[src/rtl/ahbl_cfg.svh]
`ifndef AHBL_CFG_SVH
`define AHBL_CFG_SVH

// ===================================================================
// Bus widths and port counts
// ===================================================================

`define AHBL_W_ADDR 32
`define AHBL_W_DATA 32

`define AHBL_N_MASTERS 2
`define AHBL_N_SLAVES 2

// ===================================================================
// Address map, slave 1 in the upper word and slave 0 in the lower
// ===================================================================

`define AHBL_ADDR_MAP 64'h40000000_20000000
`define AHBL_ADDR_MASK 64'hfffff000_fffff000

// Words per SRAM, one 4 KiB window
`define AHBL_SRAM_DEPTH 1024

`endif
[src/rtl/ahbl_pkg.sv]
package ahbl_pkg;

	// Transfer type, bit 1 set marks an active transfer
	typedef enum logic [1:0] {
		IDLE = 2'b00,
		BUSY = 2'b01,
		NONSEQ = 2'b10,
		SEQ = 2'b11
	} htrans_t;

	// Transfer size, only up to the bus width
	typedef enum logic [2:0] {
		BYTE = 3'b000,
		HALF = 3'b001,
		WORD = 3'b010
	} hsize_t;

	typedef enum logic {
		OKAY = 1'b0,
		ERROR = 1'b1
	} hresp_t;

endpackage

[src/rtl/ahbl_crossbar.sv]
`include "ahbl_cfg.svh"

module ahbl_crossbar #(
	parameter int N_MASTERS = `AHBL_N_MASTERS,
	parameter int N_SLAVES = `AHBL_N_SLAVES
) (
	input  logic clk,
	input  logic reset,

	// Master ports
	output logic [N_MASTERS-1:0] src_hready_resp,
	output logic [N_MASTERS-1:0] src_hresp,
	input  logic [N_MASTERS*`AHBL_W_ADDR-1:0] src_haddr,
	input  logic [N_MASTERS-1:0] src_hwrite,
	input  logic [N_MASTERS*2-1:0] src_htrans,
	input  logic [N_MASTERS*3-1:0] src_hsize,
	input  logic [N_MASTERS*`AHBL_W_DATA-1:0] src_hwdata,
	output logic [N_MASTERS*`AHBL_W_DATA-1:0] src_hrdata,

	// Slave ports
	output logic [N_SLAVES-1:0] dst_hready,
	input  logic [N_SLAVES-1:0] dst_hready_resp,
	input  logic [N_SLAVES-1:0] dst_hresp,
	output logic [N_SLAVES*`AHBL_W_ADDR-1:0] dst_haddr,
	output logic [N_SLAVES-1:0] dst_hwrite,
	output logic [N_SLAVES*2-1:0] dst_htrans,
	output logic [N_SLAVES*3-1:0] dst_hsize,
	output logic [N_SLAVES*`AHBL_W_DATA-1:0] dst_hwdata,
	input  logic [N_SLAVES*`AHBL_W_DATA-1:0] dst_hrdata
);

	localparam int W_A = `AHBL_W_ADDR;
	localparam int W_D = `AHBL_W_DATA;

	// ===================================================================
	// Matrix wires, m_* sliced by slave and s_* sliced by master
	// ===================================================================

	wire [N_SLAVES-1:0] m_hready [N_MASTERS];
	wire [N_SLAVES*W_A-1:0] m_haddr [N_MASTERS];
	wire [N_SLAVES-1:0] m_hwrite [N_MASTERS];
	wire [N_SLAVES*2-1:0] m_htrans [N_MASTERS];
	wire [N_SLAVES*3-1:0] m_hsize [N_MASTERS];
	wire [N_SLAVES*W_D-1:0] m_hwdata [N_MASTERS];
	wire [N_SLAVES-1:0] m_hready_resp [N_MASTERS];
	wire [N_SLAVES-1:0] m_hresp [N_MASTERS];
	wire [N_SLAVES*W_D-1:0] m_hrdata [N_MASTERS];

	wire [N_MASTERS-1:0] s_hready [N_SLAVES];
	wire [N_MASTERS*W_A-1:0] s_haddr [N_SLAVES];
	wire [N_MASTERS-1:0] s_hwrite [N_SLAVES];
	wire [N_MASTERS*2-1:0] s_htrans [N_SLAVES];
	wire [N_MASTERS*3-1:0] s_hsize [N_SLAVES];
	wire [N_MASTERS*W_D-1:0] s_hwdata [N_SLAVES];
	wire [N_MASTERS-1:0] s_hready_resp [N_SLAVES];
	wire [N_MASTERS-1:0] s_hresp [N_SLAVES];
	wire [N_MASTERS*W_D-1:0] s_hrdata [N_SLAVES];

	// Transpose, requests forward and responses back
	for (genvar i = 0; i < N_MASTERS; i++) begin : g_m
		for (genvar j = 0; j < N_SLAVES; j++) begin : g_s
			assign s_hready[j][i] = m_hready[i][j];
			assign s_haddr[j][i*W_A +: W_A] = m_haddr[i][j*W_A +: W_A];
			assign s_hwrite[j][i] = m_hwrite[i][j];
			assign s_htrans[j][i*2 +: 2] = m_htrans[i][j*2 +: 2];
			assign s_hsize[j][i*3 +: 3] = m_hsize[i][j*3 +: 3];
			assign s_hwdata[j][i*W_D +: W_D] = m_hwdata[i][j*W_D +: W_D];
			assign m_hready_resp[i][j] = s_hready_resp[j][i];
			assign m_hresp[i][j] = s_hresp[j][i];
			assign m_hrdata[i][j*W_D +: W_D] = s_hrdata[j][i*W_D +: W_D];
		end
	end

	for (genvar i = 0; i < N_MASTERS; i++) begin : g_split
		ahbl_splitter #(
			.N_PORTS(N_SLAVES)
		) split (
			.clk(clk),
			.reset(reset),
			.src_hready_resp(src_hready_resp[i]),
			.src_hresp(src_hresp[i]),
			.src_haddr(src_haddr[i*W_A +: W_A]),
			.src_hwrite(src_hwrite[i]),
			.src_htrans(ahbl_pkg::htrans_t'(src_htrans[i*2 +: 2])),
			.src_hsize(ahbl_pkg::hsize_t'(src_hsize[i*3 +: 3])),
			.src_hwdata(src_hwdata[i*W_D +: W_D]),
			.src_hrdata(src_hrdata[i*W_D +: W_D]),
			.dst_hready(m_hready[i]),
			.dst_haddr(m_haddr[i]),
			.dst_hwrite(m_hwrite[i]),
			.dst_htrans(m_htrans[i]),
			.dst_hsize(m_hsize[i]),
			.dst_hwdata(m_hwdata[i]),
			.dst_hready_resp(m_hready_resp[i]),
			.dst_hresp(m_hresp[i]),
			.dst_hrdata(m_hrdata[i])
		);
	end

	for (genvar j = 0; j < N_SLAVES; j++) begin : g_arb
		ahbl_arbiter #(
			.N_PORTS(N_MASTERS)
		) arb (
			.clk(clk),
			.reset(reset),
			.src_hready(s_hready[j]),
			.src_haddr(s_haddr[j]),
			.src_hwrite(s_hwrite[j]),
			.src_htrans(s_htrans[j]),
			.src_hsize(s_hsize[j]),
			.src_hwdata(s_hwdata[j]),
			.src_hready_resp(s_hready_resp[j]),
			.src_hresp(s_hresp[j]),
			.src_hrdata(s_hrdata[j]),
			.dst_hready(dst_hready[j]),
			.dst_haddr(dst_haddr[j*W_A +: W_A]),
			.dst_hwrite(dst_hwrite[j]),
			.dst_htrans(dst_htrans[j*2 +: 2]),
			.dst_hsize(dst_hsize[j*3 +: 3]),
			.dst_hwdata(dst_hwdata[j*W_D +: W_D]),
			.dst_hready_resp(dst_hready_resp[j]),
			.dst_hresp(dst_hresp[j]),
			.dst_hrdata(dst_hrdata[j*W_D +: W_D])
		);
	end

endmodule

[src/rtl/ahbl_arbiter.sv]
`include "ahbl_cfg.svh"

module ahbl_arbiter #(
	parameter int N_PORTS = `AHBL_N_MASTERS
) (
	input  logic clk,
	input  logic reset,

	// Master side, one slice per port
	input  logic [N_PORTS-1:0] src_hready,
	input  logic [N_PORTS*`AHBL_W_ADDR-1:0] src_haddr,
	input  logic [N_PORTS-1:0] src_hwrite,
	input  logic [N_PORTS*2-1:0] src_htrans,
	input  logic [N_PORTS*3-1:0] src_hsize,
	input  logic [N_PORTS*`AHBL_W_DATA-1:0] src_hwdata,
	output logic [N_PORTS-1:0] src_hready_resp,
	output logic [N_PORTS-1:0] src_hresp,
	output logic [N_PORTS*`AHBL_W_DATA-1:0] src_hrdata,

	// Slave side
	output logic dst_hready,
	output logic [`AHBL_W_ADDR-1:0] dst_haddr,
	output logic dst_hwrite,
	output logic [1:0] dst_htrans,
	output logic [2:0] dst_hsize,
	output logic [`AHBL_W_DATA-1:0] dst_hwdata,
	input  logic dst_hready_resp,
	input  logic dst_hresp,
	input  logic [`AHBL_W_DATA-1:0] dst_hrdata
);

	localparam int W_A = `AHBL_W_ADDR;
	localparam int W_D = `AHBL_W_DATA;

	logic [N_PORTS-1:0] req_live;
	logic [N_PORTS-1:0] req;
	logic [N_PORTS-1:0] grant;
	logic [N_PORTS-1:0] dph_sel;

	// One-entry request buffer per port
	logic [N_PORTS-1:0] buf_valid;
	logic [W_A-1:0] buf_haddr [N_PORTS];
	logic [N_PORTS-1:0] buf_hwrite;
	logic [1:0] buf_htrans [N_PORTS];
	logic [2:0] buf_hsize [N_PORTS];

	// ===================================================================
	// Request and grant
	// ===================================================================

	// htrans bit 1 marks NONSEQ or SEQ
	always_comb begin
		for (int i = 0; i < N_PORTS; i++) begin
			req_live[i] = src_hready[i] && src_htrans[i*2+1];
		end
	end

	assign req = req_live | buf_valid;

	// The slave's own ready ends its data phase and opens the next address phase
	assign dst_hready = dst_hready_resp;

	// Lowest set bit wins
	assign grant = dst_hready ? (req & (~req + 1'b1)) : '0;

	always_comb begin
		dst_haddr = '0;
		dst_hwrite = 1'b0;
		dst_htrans = ahbl_pkg::IDLE;
		dst_hsize = '0;
		for (int i = 0; i < N_PORTS; i++) begin
			if (grant[i] && buf_valid[i]) begin
				dst_haddr = buf_haddr[i];
				dst_hwrite = buf_hwrite[i];
				dst_htrans = buf_htrans[i];
				dst_hsize = buf_hsize[i];
			end else if (grant[i]) begin
				dst_haddr = src_haddr[i*W_A +: W_A];
				dst_hwrite = src_hwrite[i];
				dst_htrans = src_htrans[i*2 +: 2];
				dst_hsize = src_hsize[i*3 +: 3];
			end
		end
	end

	// ===================================================================
	// Buffer and data phase owner
	// ===================================================================

	always_ff @(posedge clk) begin
		if (reset) begin
			buf_valid <= '0;
			dph_sel <= '0;
		end else begin
			buf_valid <= ~grant & (buf_valid | req_live);
			if (dst_hready)
				dph_sel <= grant;
		end
	end

	always_ff @(posedge clk) begin
		for (int i = 0; i < N_PORTS; i++) begin
			if (req_live[i] && !grant[i]) begin
				buf_haddr[i] <= src_haddr[i*W_A +: W_A];
				buf_hwrite[i] <= src_hwrite[i];
				buf_htrans[i] <= src_htrans[i*2 +: 2];
				buf_hsize[i] <= src_hsize[i*3 +: 3];
			end
		end
	end

	// A waiting master is held with hready_resp low until its turn comes
	always_comb begin
		dst_hwdata = '0;
		for (int i = 0; i < N_PORTS; i++) begin
			if (dph_sel[i])
				dst_hwdata = src_hwdata[i*W_D +: W_D];
			src_hready_resp[i] = dph_sel[i] ? dst_hready_resp : !buf_valid[i];
			src_hresp[i] = dph_sel[i] ? dst_hresp : ahbl_pkg::OKAY;
			src_hrdata[i*W_D +: W_D] = dph_sel[i] ? dst_hrdata : '0;
		end
	end

	// The splitter must keep a buffered master stalled
	a_buf_no_overwrite: assert property (@(posedge clk) disable iff (reset)
		(buf_valid & req_live) == '0);

endmodule

[src/rtl/ahbl_splitter.sv]
`include "ahbl_cfg.svh"

module ahbl_splitter #(
	parameter int N_PORTS = `AHBL_N_SLAVES,
	parameter logic [N_PORTS*`AHBL_W_ADDR-1:0] ADDR_MAP = `AHBL_ADDR_MAP,
	parameter logic [N_PORTS*`AHBL_W_ADDR-1:0] ADDR_MASK = `AHBL_ADDR_MASK
) (
	input  logic clk,
	input  logic reset,

	// Master side
	output logic src_hready_resp,
	output ahbl_pkg::hresp_t src_hresp,
	input  logic [`AHBL_W_ADDR-1:0] src_haddr,
	input  logic src_hwrite,
	input  ahbl_pkg::htrans_t src_htrans,
	input  ahbl_pkg::hsize_t src_hsize,
	input  logic [`AHBL_W_DATA-1:0] src_hwdata,
	output logic [`AHBL_W_DATA-1:0] src_hrdata,

	// Slave side, one slice per port
	output logic [N_PORTS-1:0] dst_hready,
	output logic [N_PORTS*`AHBL_W_ADDR-1:0] dst_haddr,
	output logic [N_PORTS-1:0] dst_hwrite,
	output logic [N_PORTS*2-1:0] dst_htrans,
	output logic [N_PORTS*3-1:0] dst_hsize,
	output logic [N_PORTS*`AHBL_W_DATA-1:0] dst_hwdata,
	input  logic [N_PORTS-1:0] dst_hready_resp,
	input  logic [N_PORTS-1:0] dst_hresp,
	input  logic [N_PORTS*`AHBL_W_DATA-1:0] dst_hrdata
);

	localparam int W_A = `AHBL_W_ADDR;
	localparam int W_D = `AHBL_W_DATA;

	logic src_active;
	logic [N_PORTS-1:0] aph_sel;
	logic [N_PORTS-1:0] dph_sel;
	logic err_first;
	logic err_second;

	// ===================================================================
	// Address phase decode
	// ===================================================================

	assign src_active = src_htrans == ahbl_pkg::NONSEQ || src_htrans == ahbl_pkg::SEQ;

	always_comb begin
		for (int j = 0; j < N_PORTS; j++) begin
			aph_sel[j] = src_active &&
				((src_haddr & ADDR_MASK[j*W_A +: W_A]) == ADDR_MAP[j*W_A +: W_A]);
		end
	end

	// Everything but htrans is broadcast, so unselected ports just see IDLE
	always_comb begin
		for (int j = 0; j < N_PORTS; j++) begin
			dst_hready[j] = src_hready_resp;
			dst_haddr[j*W_A +: W_A] = src_haddr;
			dst_hwrite[j] = src_hwrite;
			dst_htrans[j*2 +: 2] = aph_sel[j] ? src_htrans : ahbl_pkg::IDLE;
			dst_hsize[j*3 +: 3] = src_hsize;
			dst_hwdata[j*W_D +: W_D] = src_hwdata;
		end
	end

	// ===================================================================
	// Data phase tracking
	// ===================================================================

	// err_first and err_second are the two cycles of the ERROR response
	always_ff @(posedge clk) begin
		if (reset) begin
			dph_sel <= '0;
			err_first <= 1'b0;
			err_second <= 1'b0;
		end else begin
			err_second <= err_first;
			if (src_hready_resp) begin
				dph_sel <= aph_sel;
				err_first <= src_active && ~|aph_sel;
			end else begin
				err_first <= 1'b0;
			end
		end
	end

	always_comb begin
		src_hready_resp = 1'b1;
		src_hresp = ahbl_pkg::OKAY;
		src_hrdata = '0;
		for (int j = 0; j < N_PORTS; j++) begin
			if (dph_sel[j]) begin
				src_hready_resp = dst_hready_resp[j];
				src_hresp = ahbl_pkg::hresp_t'(dst_hresp[j]);
				src_hrdata = dst_hrdata[j*W_D +: W_D];
			end
		end
		if (err_first) begin
			src_hready_resp = 1'b0;
			src_hresp = ahbl_pkg::ERROR;
		end else if (err_second) begin
			src_hresp = ahbl_pkg::ERROR;
		end
	end

	// Overlapping map windows would steer one transfer to two slaves
	a_sel_onehot: assert property (@(posedge clk) disable iff (reset)
		$onehot0(aph_sel));

endmodule

[config.mk]
export PLATFORM = sky130hd
export DESIGN_NAME = ahbl_crossbar
export DESIGN_NICKNAME = d
export VERILOG_FILES = /design/src/rtl/ahbl_pkg.sv /design/src/rtl/ahbl_crossbar.sv /design/src/rtl/ahbl_arbiter.sv /design/src/rtl/ahbl_splitter.sv
export VERILOG_INCLUDE_DIRS = /design/src /design/src/rtl
export SDC_FILE = /design/constraint.sdc
export NUM_CORES = 1
export LEC_CHECK = 0
export BUFFER_PORTS_ARGS = -buffer_cell sky130_fd_sc_hd__clkbuf_2
export CAP_MARGIN = 10
export CORE_AREA = 2 2 164 166
export CTS_CLUSTER_DIAMETER = 40
export DETAILED_ROUTE_END_ITERATION = 6
export DIE_AREA = 0 0 166 168
export SLEW_MARGIN = 20
export SYNTH_ARGS = -nofsm -noshare
export SYNTH_HDL_FRONTEND = slang
export SYNTH_SLANG_ARGS = --single-unit
[constraint.sdc]
create_clock -name clk -period 3.7 [get_ports clk]
set_clock_uncertainty 0.2 [all_clocks]
set_input_delay 0.37 -clock clk [delete_from_list [all_inputs] [get_ports clk]]
set_output_delay 0.37 -clock clk [all_outputs]
set_load 0.005 [all_outputs]
==> After elaboration in Yosys (flattened, before gate mapping) <==
Memory sizes are Yosys's and may differ from the RTL's.
Index checks and enable logic that the tools add are counted.
{ "word_totals": {"out_inout_bits": 210, "ff_bits": 20, "memories": 6, "mem_bits_rw": 148, "romBits": 0, "inputBits": 210, "latchBits": 0, "word_cells": 156} }
{ "op_classes": {"n_mul": 0, "order_cmp": 0, "reduce_logical": 34, "div": 0, "shifts": 0, "muxes": 80, "eq_ne": 8, "addsub": 2, "bitwise_logic": 12} }
{ "mem_list": {"columns": ["name", "words", "word_bits", "read_ports", "rd_ports_with_merged_regs", "write_ports", "line_no", "source"], "rows": [
  ["g_arb[0].arb.buf_haddr", 2, 32, 2, 0, 2, "ahbl_arbiter.sv:42", "logic [W_A-1:0] buf_haddr [N_PORTS];"],
  ["g_arb[1].arb.buf_haddr", 2, 32, 2, 0, 2, "ahbl_arbiter.sv:42", null],
  ["g_arb[0].arb.buf_hsize", 2, 3, 2, 0, 2, "ahbl_arbiter.sv:45", "logic [2:0] buf_hsize [N_PORTS];"],
  ["g_arb[1].arb.buf_hsize", 2, 3, 2, 0, 2, "ahbl_arbiter.sv:45", null],
  ["g_arb[0].arb.buf_htrans", 2, 2, 2, 0, 2, "ahbl_arbiter.sv:44", "logic [1:0] buf_htrans [N_PORTS];"],
  ["g_arb[1].arb.buf_htrans", 2, 2, 2, 0, 2, "ahbl_arbiter.sv:44", null]
]} }
{ "ops": {"columns": ["op", "n"], "rows": [
  ["$mux W32", 20],
  ["$eq A20 B18 Y1 const B", 2],
  ["$eq A20 B19 Y1 const B", 2],
  ["$mux W1", 38],
  ["$mux W2", 14],
  ["$mux W3", 8],
  ["$logic_and A1 B1 Y1", 18],
  ["$logic_not A1 Y1", 10],
  ["$and A2 B2 Y2", 4],
  ["$eq A2 B2 Y1 const B", 4],
  ["$not A2 Y2", 4],
  ["$reduce_or A2 Y1", 4],
  ["$add A2 B1 Y2 const B", 2],
  ["$or A2 B2 Y2", 2],
  ["$logic_or A1 B1 Y1", 2],
  ["$not A1 Y1", 2]
]} }

==> Logic depth before layout (Yosys ltp) <==
{ "depth": {"ltp_word": 15, "mapped_depth": 9, "depth_no_buf": 6} }

==> Hierarchy <==
Synthesis repeated with hierarchy kept, for this count alone.
{ "unflattened": {"cells_unflattened": 1388, "area_unflattened_um2": 13040.0} }
{ "by_module_without_submodules": {"columns": ["module", "cells_per_inst", "area_each_um2", "instances", "seq_area_each_um2"], "rows": [
  ["ahbl_arbiter", 479, 4860.9, 2, 2362.3],
  ["ahbl_splitter", 215, 1659.1, 2, 80.1]
]} }

==> Worst setup path after synthesis <==
Ideal clock, no wire load.
{ "synth_path": {"path_type": "in2reg", "startpoint": "input port src_haddr[12]", "endpoint": "memory g_arb[1].arb.buf_haddr[0][0] (netlist name), enable pin", "arrival_time_ns": 3.244, "path_slack_ns": -0.177, "path_stages": 6, "required_ns": 3.067, "setup_time_ns": 0.433, "path_buffers": 1, "path_cell_list": "nor4b_1 > nand4_1 > nor4_4 > buf_2 > nand2_1 > nor2_1"} }
{ "synth_lines": {"columns": ["item", "line_no", "source"], "rows": [
  ["start: declaration", "ahbl_crossbar.sv:13", "input logic [N_MASTERS*`AHBL_W_ADDR-1:0] src_haddr,"],
  ["end: declaration", "ahbl_arbiter.sv:42", null]
]} }

==> Worst setup path in the final report <==
{ "layout_path": {"startpoint": "input port src_haddr[15]", "endpoint": "output port dst_htrans[1]"} }
{ "layout_between": {"elab_chain_len": 13, "elab_cells_between_ends": 15, "cone_classes": "1 x add/sub; 1 x eq/ne; 6 x mux; 3 x bitwise; 4 x reduce/logical"} }
{ "layout_lines": {"columns": ["item", "line_no", "source"], "rows": [
  ["$eq A20 B18 Y1 (*)", "ahbl_splitter.sv:51", "((src_haddr & ADDR_MASK[j*W_A +: W_A]) == ADDR_MAP[j*W_A +: W_A]);"],
  ["$logic_and A1 B1 Y1 (*)", "ahbl_splitter.sv:50", "aph_sel[j] = src_active &&"],
  ["$mux W2 (*)", "ahbl_splitter.sv:61", "dst_htrans[j*2 +: 2] = aph_sel[j] ? src_htrans : ahbl_pkg::IDLE;"],
  ["net g_arb[0].arb.src_htrans[1]", "ahbl_arbiter.sv:13", "input logic [N_PORTS*2-1:0] src_htrans,"],
  ["$logic_and A1 B1 Y1", "ahbl_arbiter.sv:54", "req_live[i] = src_hready[i] && src_htrans[i*2+1];"],
  ["$or A2 B2 Y2", "ahbl_arbiter.sv:58", "assign req = req_live | buf_valid;"],
  ["$not A2 Y2", "ahbl_arbiter.sv:64", "assign grant = dst_hready ? (req & (~req + 1'b1)) : '0;"],
  ["$add A2 B1 Y2", "ahbl_arbiter.sv:64", null],
  ["$and A2 B2 Y2", "ahbl_arbiter.sv:64", null],
  ["$mux W2", "ahbl_arbiter.sv:64", null],
  ["$mux W2 or $logic_and A1 B1 Y1 (tied branches)", "ahbl_arbiter.sv:77, ahbl_arbiter.sv:72", null],
  ["$mux W2", "ahbl_arbiter.sv:72", "if (grant[i] && buf_valid[i]) begin"],
  ["$mux W2", "ahbl_arbiter.sv:77", "end else if (grant[i]) begin"],
  ["$mux W2 (*)", "ahbl_arbiter.sv:72", null],
  ["end: declaration", "ahbl_crossbar.sv:26", "output logic [N_SLAVES*2-1:0] dst_htrans,"]
]} }
Mark *: on every way through the listed nets, which the timed path passes. The rest lies on a longest branch.

==> flow_summary.ini <==
[outcome]
status = finished clean

[floorplanning]
fp-row-count = 60
initial_core_util_pct = 32.8
die_width_um = 166
pin_count = 420
core_area_sq_um = 26400
die_h_um = 168
dieArea_sq_um = 27900

[place]
io_buffer_count = 419
gp_congestion = 0.875
dpl_cell_area_sq_um = 11100
hpwl_um = 25400

[finish]
postLayoutCellArea_sq_um = 12500
fillers = 2465
nNetsFinal = 1384
area.sequential_sq_um = 4880
multi_input_area_sq_um = 3440
syn_to_final_growth_pct = 44.2
drive_gt1_share_pct = 42.6

[grt]
overflow = 0
grt_antenna_before_repair = 4
grt_max_degree = 39
grt_pass1_wl_um = 51000
first_global_vias = 8306
grt_usage_pct = 23.9

[setup_path]
max_stage_delay_ns = 0.54
critPathKind = input port to primary output
crit_arrival_ns = 2.99
slowest_stage = dlygate4sd3_1
path_cells = dlygate4sd3_1 -> clkbuf_2 -> nor4_1 -> nand4_1 -> or3_1 -> clkinv_1 -> a211oi_1 -> o21ai_0 -> clkbuf_2
cpMostUsedCell = clkbuf_2
end_kind = primary output
cp-start-kind = input port
crit_required_ns = 3.13
cp_max_fo = 7

[power]
leakagePower_nw = 5.13
peakVddDrop_mv = 0.289
power_mw = 4.17
power_density_nw_per_um2 = 334

[synth]
syn_inst = 710
syn-num-nets = 920
ys.flop_type = edfxtp_1
synth-seq-area-share_pct = 56.5
ys_seq_elements = 168
synth.distinct_cells = 48
synthArstFlopShare_pct = 0
synth-edff-count = 152
postSynthAreaPerCell_sq_um = 12.2
yosysWarnings = 0
synth_area_sq_um = 8650

[drt]
num_vias = 8514
ant_nets = 0
dr.pass1.iters = 5
drt-initial-drc-count = 692
routed_wl_um = 34900
drcViolationCount = 0
wl_per_cell_um = 22.8
via_per_inst = 5.56

[sta]
fmax_mhz = 281
timing.final.hold_violations = 0
rsz0062_at_grt = no
slew_headroom_pct = 32.1
fin_crit_ns = 3.56
worstMarginPinSlew_ns = 1.02
tns_ns = 0
setup_viol = 0
slew_violations = 0
whs_ns = 0.0181
period_share_pct = 96.3

[clock_tree]
clkSlewWorstSetupHoldPaths_ns = 0.07
cts_root_buf = clkbuf_16
h-tree-depth = 4
clock_sinks = 168
cts_tree = done
clkLatencyLatePin_ns = 0.42
cts_buffers = 17
cts_buffer_depth = 2

[job]
maxCapViolCount = 0

[min_path]
hp-class = input port to flip-flop
==> registers in the layout, indices dropped and copies added, names as in the netlist <==
name	cells
g_arb.arb.buf_htrans	8
g_arb.arb.dph_sel	4
g_arb.arb.buf_hwrite	4
g_split.split.dph_sel	4
g_arb.arb.buf_valid	4
g_split.split.err_first	2
g_split.split.err_second	2
g_arb.arb.buf_hsize	12
g_arb.arb.buf_haddr	128
==> critical path: cells and delay by family <==
kind,cells,cell delay (ns)
buffers and inverters,4,1.08
AO/OA/AOI/OAI,2,0.47
AND/OR/NAND/NOR,3,1.08
==> power by group <==
group          switching, mW  internal, mW
combinational          0.189         0.184
sequential           0.00451          2.06
clock                  0.822         0.903
total                   1.02          3.15
==> metrics by stage <==
stage          util [%]  worst slack [ns]  std cells
4_1_cts            47.2            0.0160       1526
2_1_floorplan         -             0.452        710
3_5_place_dp       42.3             0.408       1424
5_1_grt            47.3           0.00948       1532
6_report           47.3             0.139       1532
3_3_place_gp       42.3             0.448       1424
==> cell usage in the layout (no fill, tap or decap), drive strengths merged, types with 2 or more instances in the layout <==
cell type | Yosys | final
a41oi | 17 | 17
nor3 | 9 | 9
o2bb2ai | 18 | 18
a21o | 2 | 2
nand2 | 46 | 46
nor2 | 10 | 10
edfxtp | 152 | 152
a21oi | 10 | 10
a21boi | 2 | 2
diode | 0 | 4
a22oi | 2 | 2
a22o | 166 | 166
nand4 | 2 | 2
nand3b | 2 | 2
nor2b | 5 | 5
nor4 | 8 | 8
or3 | 5 | 5
nor3b | 17 | 17
a221oi | 2 | 2
inv | 8 | 16
clkinv | 1 | 8
dfxtp | 16 | 16
and2 | 28 | 28
buf | 25 | 33
a32oi | 34 | 34
a211oi | 7 | 7
nand2b | 13 | 13
nor4b | 3 | 3
clkbuf | 52 | 436
o21ai | 44 | 44
dlygate4sd3 | 0 | 70
==> path summary, 6_finish.rpt <==
path                                                                from  slack, ns                                       end  cells past startpoint
worst max-delay path                                       src_haddr[15]       0.14                             dst_htrans[1]                      9
worst min-delay path                                        src_haddr[1]       0.02    g_arb[0].arb.buf_haddr[0][1]$_DFFE_PP_                      1
worst max register to register      g_arb[1].arb.dph_sel[0]$_SDFFE_PP0P_       1.12   g_arb[0].arb.buf_haddr[0][41]$_DFFE_PP_                      7
worst min register to register  g_split[1].split.dph_sel[0]$_SDFFE_PP0P_       0.28  g_split[1].split.dph_sel[0]$_SDFFE_PP0P_                      2
==> area by class of cell <==
cell class | instances | share of cell area (%)
sequential | 168 | 39.2
multi-input combinational | 456 | 27.5
timing repair buffer | 522 | 24.8
tap | 341 | 3.42
clock buffer | 17 | 3.41
clock inverter | 15 | 1.27
inverter | 9 | 0.271
antenna | 4 | 0.0802
==> routing by layer <==
layer	wire (um)	vias to the layer above	GRT usage (%)
li1	-	3839	-
met1	14100	4177	30.0
met2	17500	440	40.6
met3	2200	58	4.47
met4	1090	0	9.64
met5	0	-	0
==> kinds of logic (layout without fill, tap and decap cells) <==
group / after synthesis / after routing / share of synthesized area, %
AO/OA/AOI/OAI: 307 / 307 / 28.9
flip-flops: 168 / 168 / 56.5
AND/OR/NAND/NOR: 149 / 149 / 9.91
buffers and inverters: 86 / 563 / 4.71
other: 0 / 4 / 0
==> what timing repair did <==
| action | CTS | global route |
|---|---|---|
| endpoints found under the setup margin | 0 | 38 |
| endpoints found under the hold margin | 137 | 0 |
| setup buffers | 0 | 2 |
| gates resized for setup | 0 | 2 |
| hold buffers | 70 | 0 |
==> synth_stat cells (all sizes together) (13+ instances only) <==
| cell | n | share of area, % |
|---|---|---|
| nor3b | 17 | 1.5 |
| o21ai | 44 | 2.6 |
| o2bb2ai | 18 | 1.8 |
| and2 | 28 | 2.0 |
| a32oi | 34 | 3.4 |
| a22o | 166 | 17 |
| nand2b | 13 | 0.94 |
| edfxtp | 152 | 53 |
| a41oi | 17 | 1.7 |
| clkbuf | 52 | 2.3 |
| nand2 | 46 | 2.0 |
| dfxtp | 16 | 3.7 |
| buf | 25 | 2.1 |
Power figures use the tool's default switching activity.
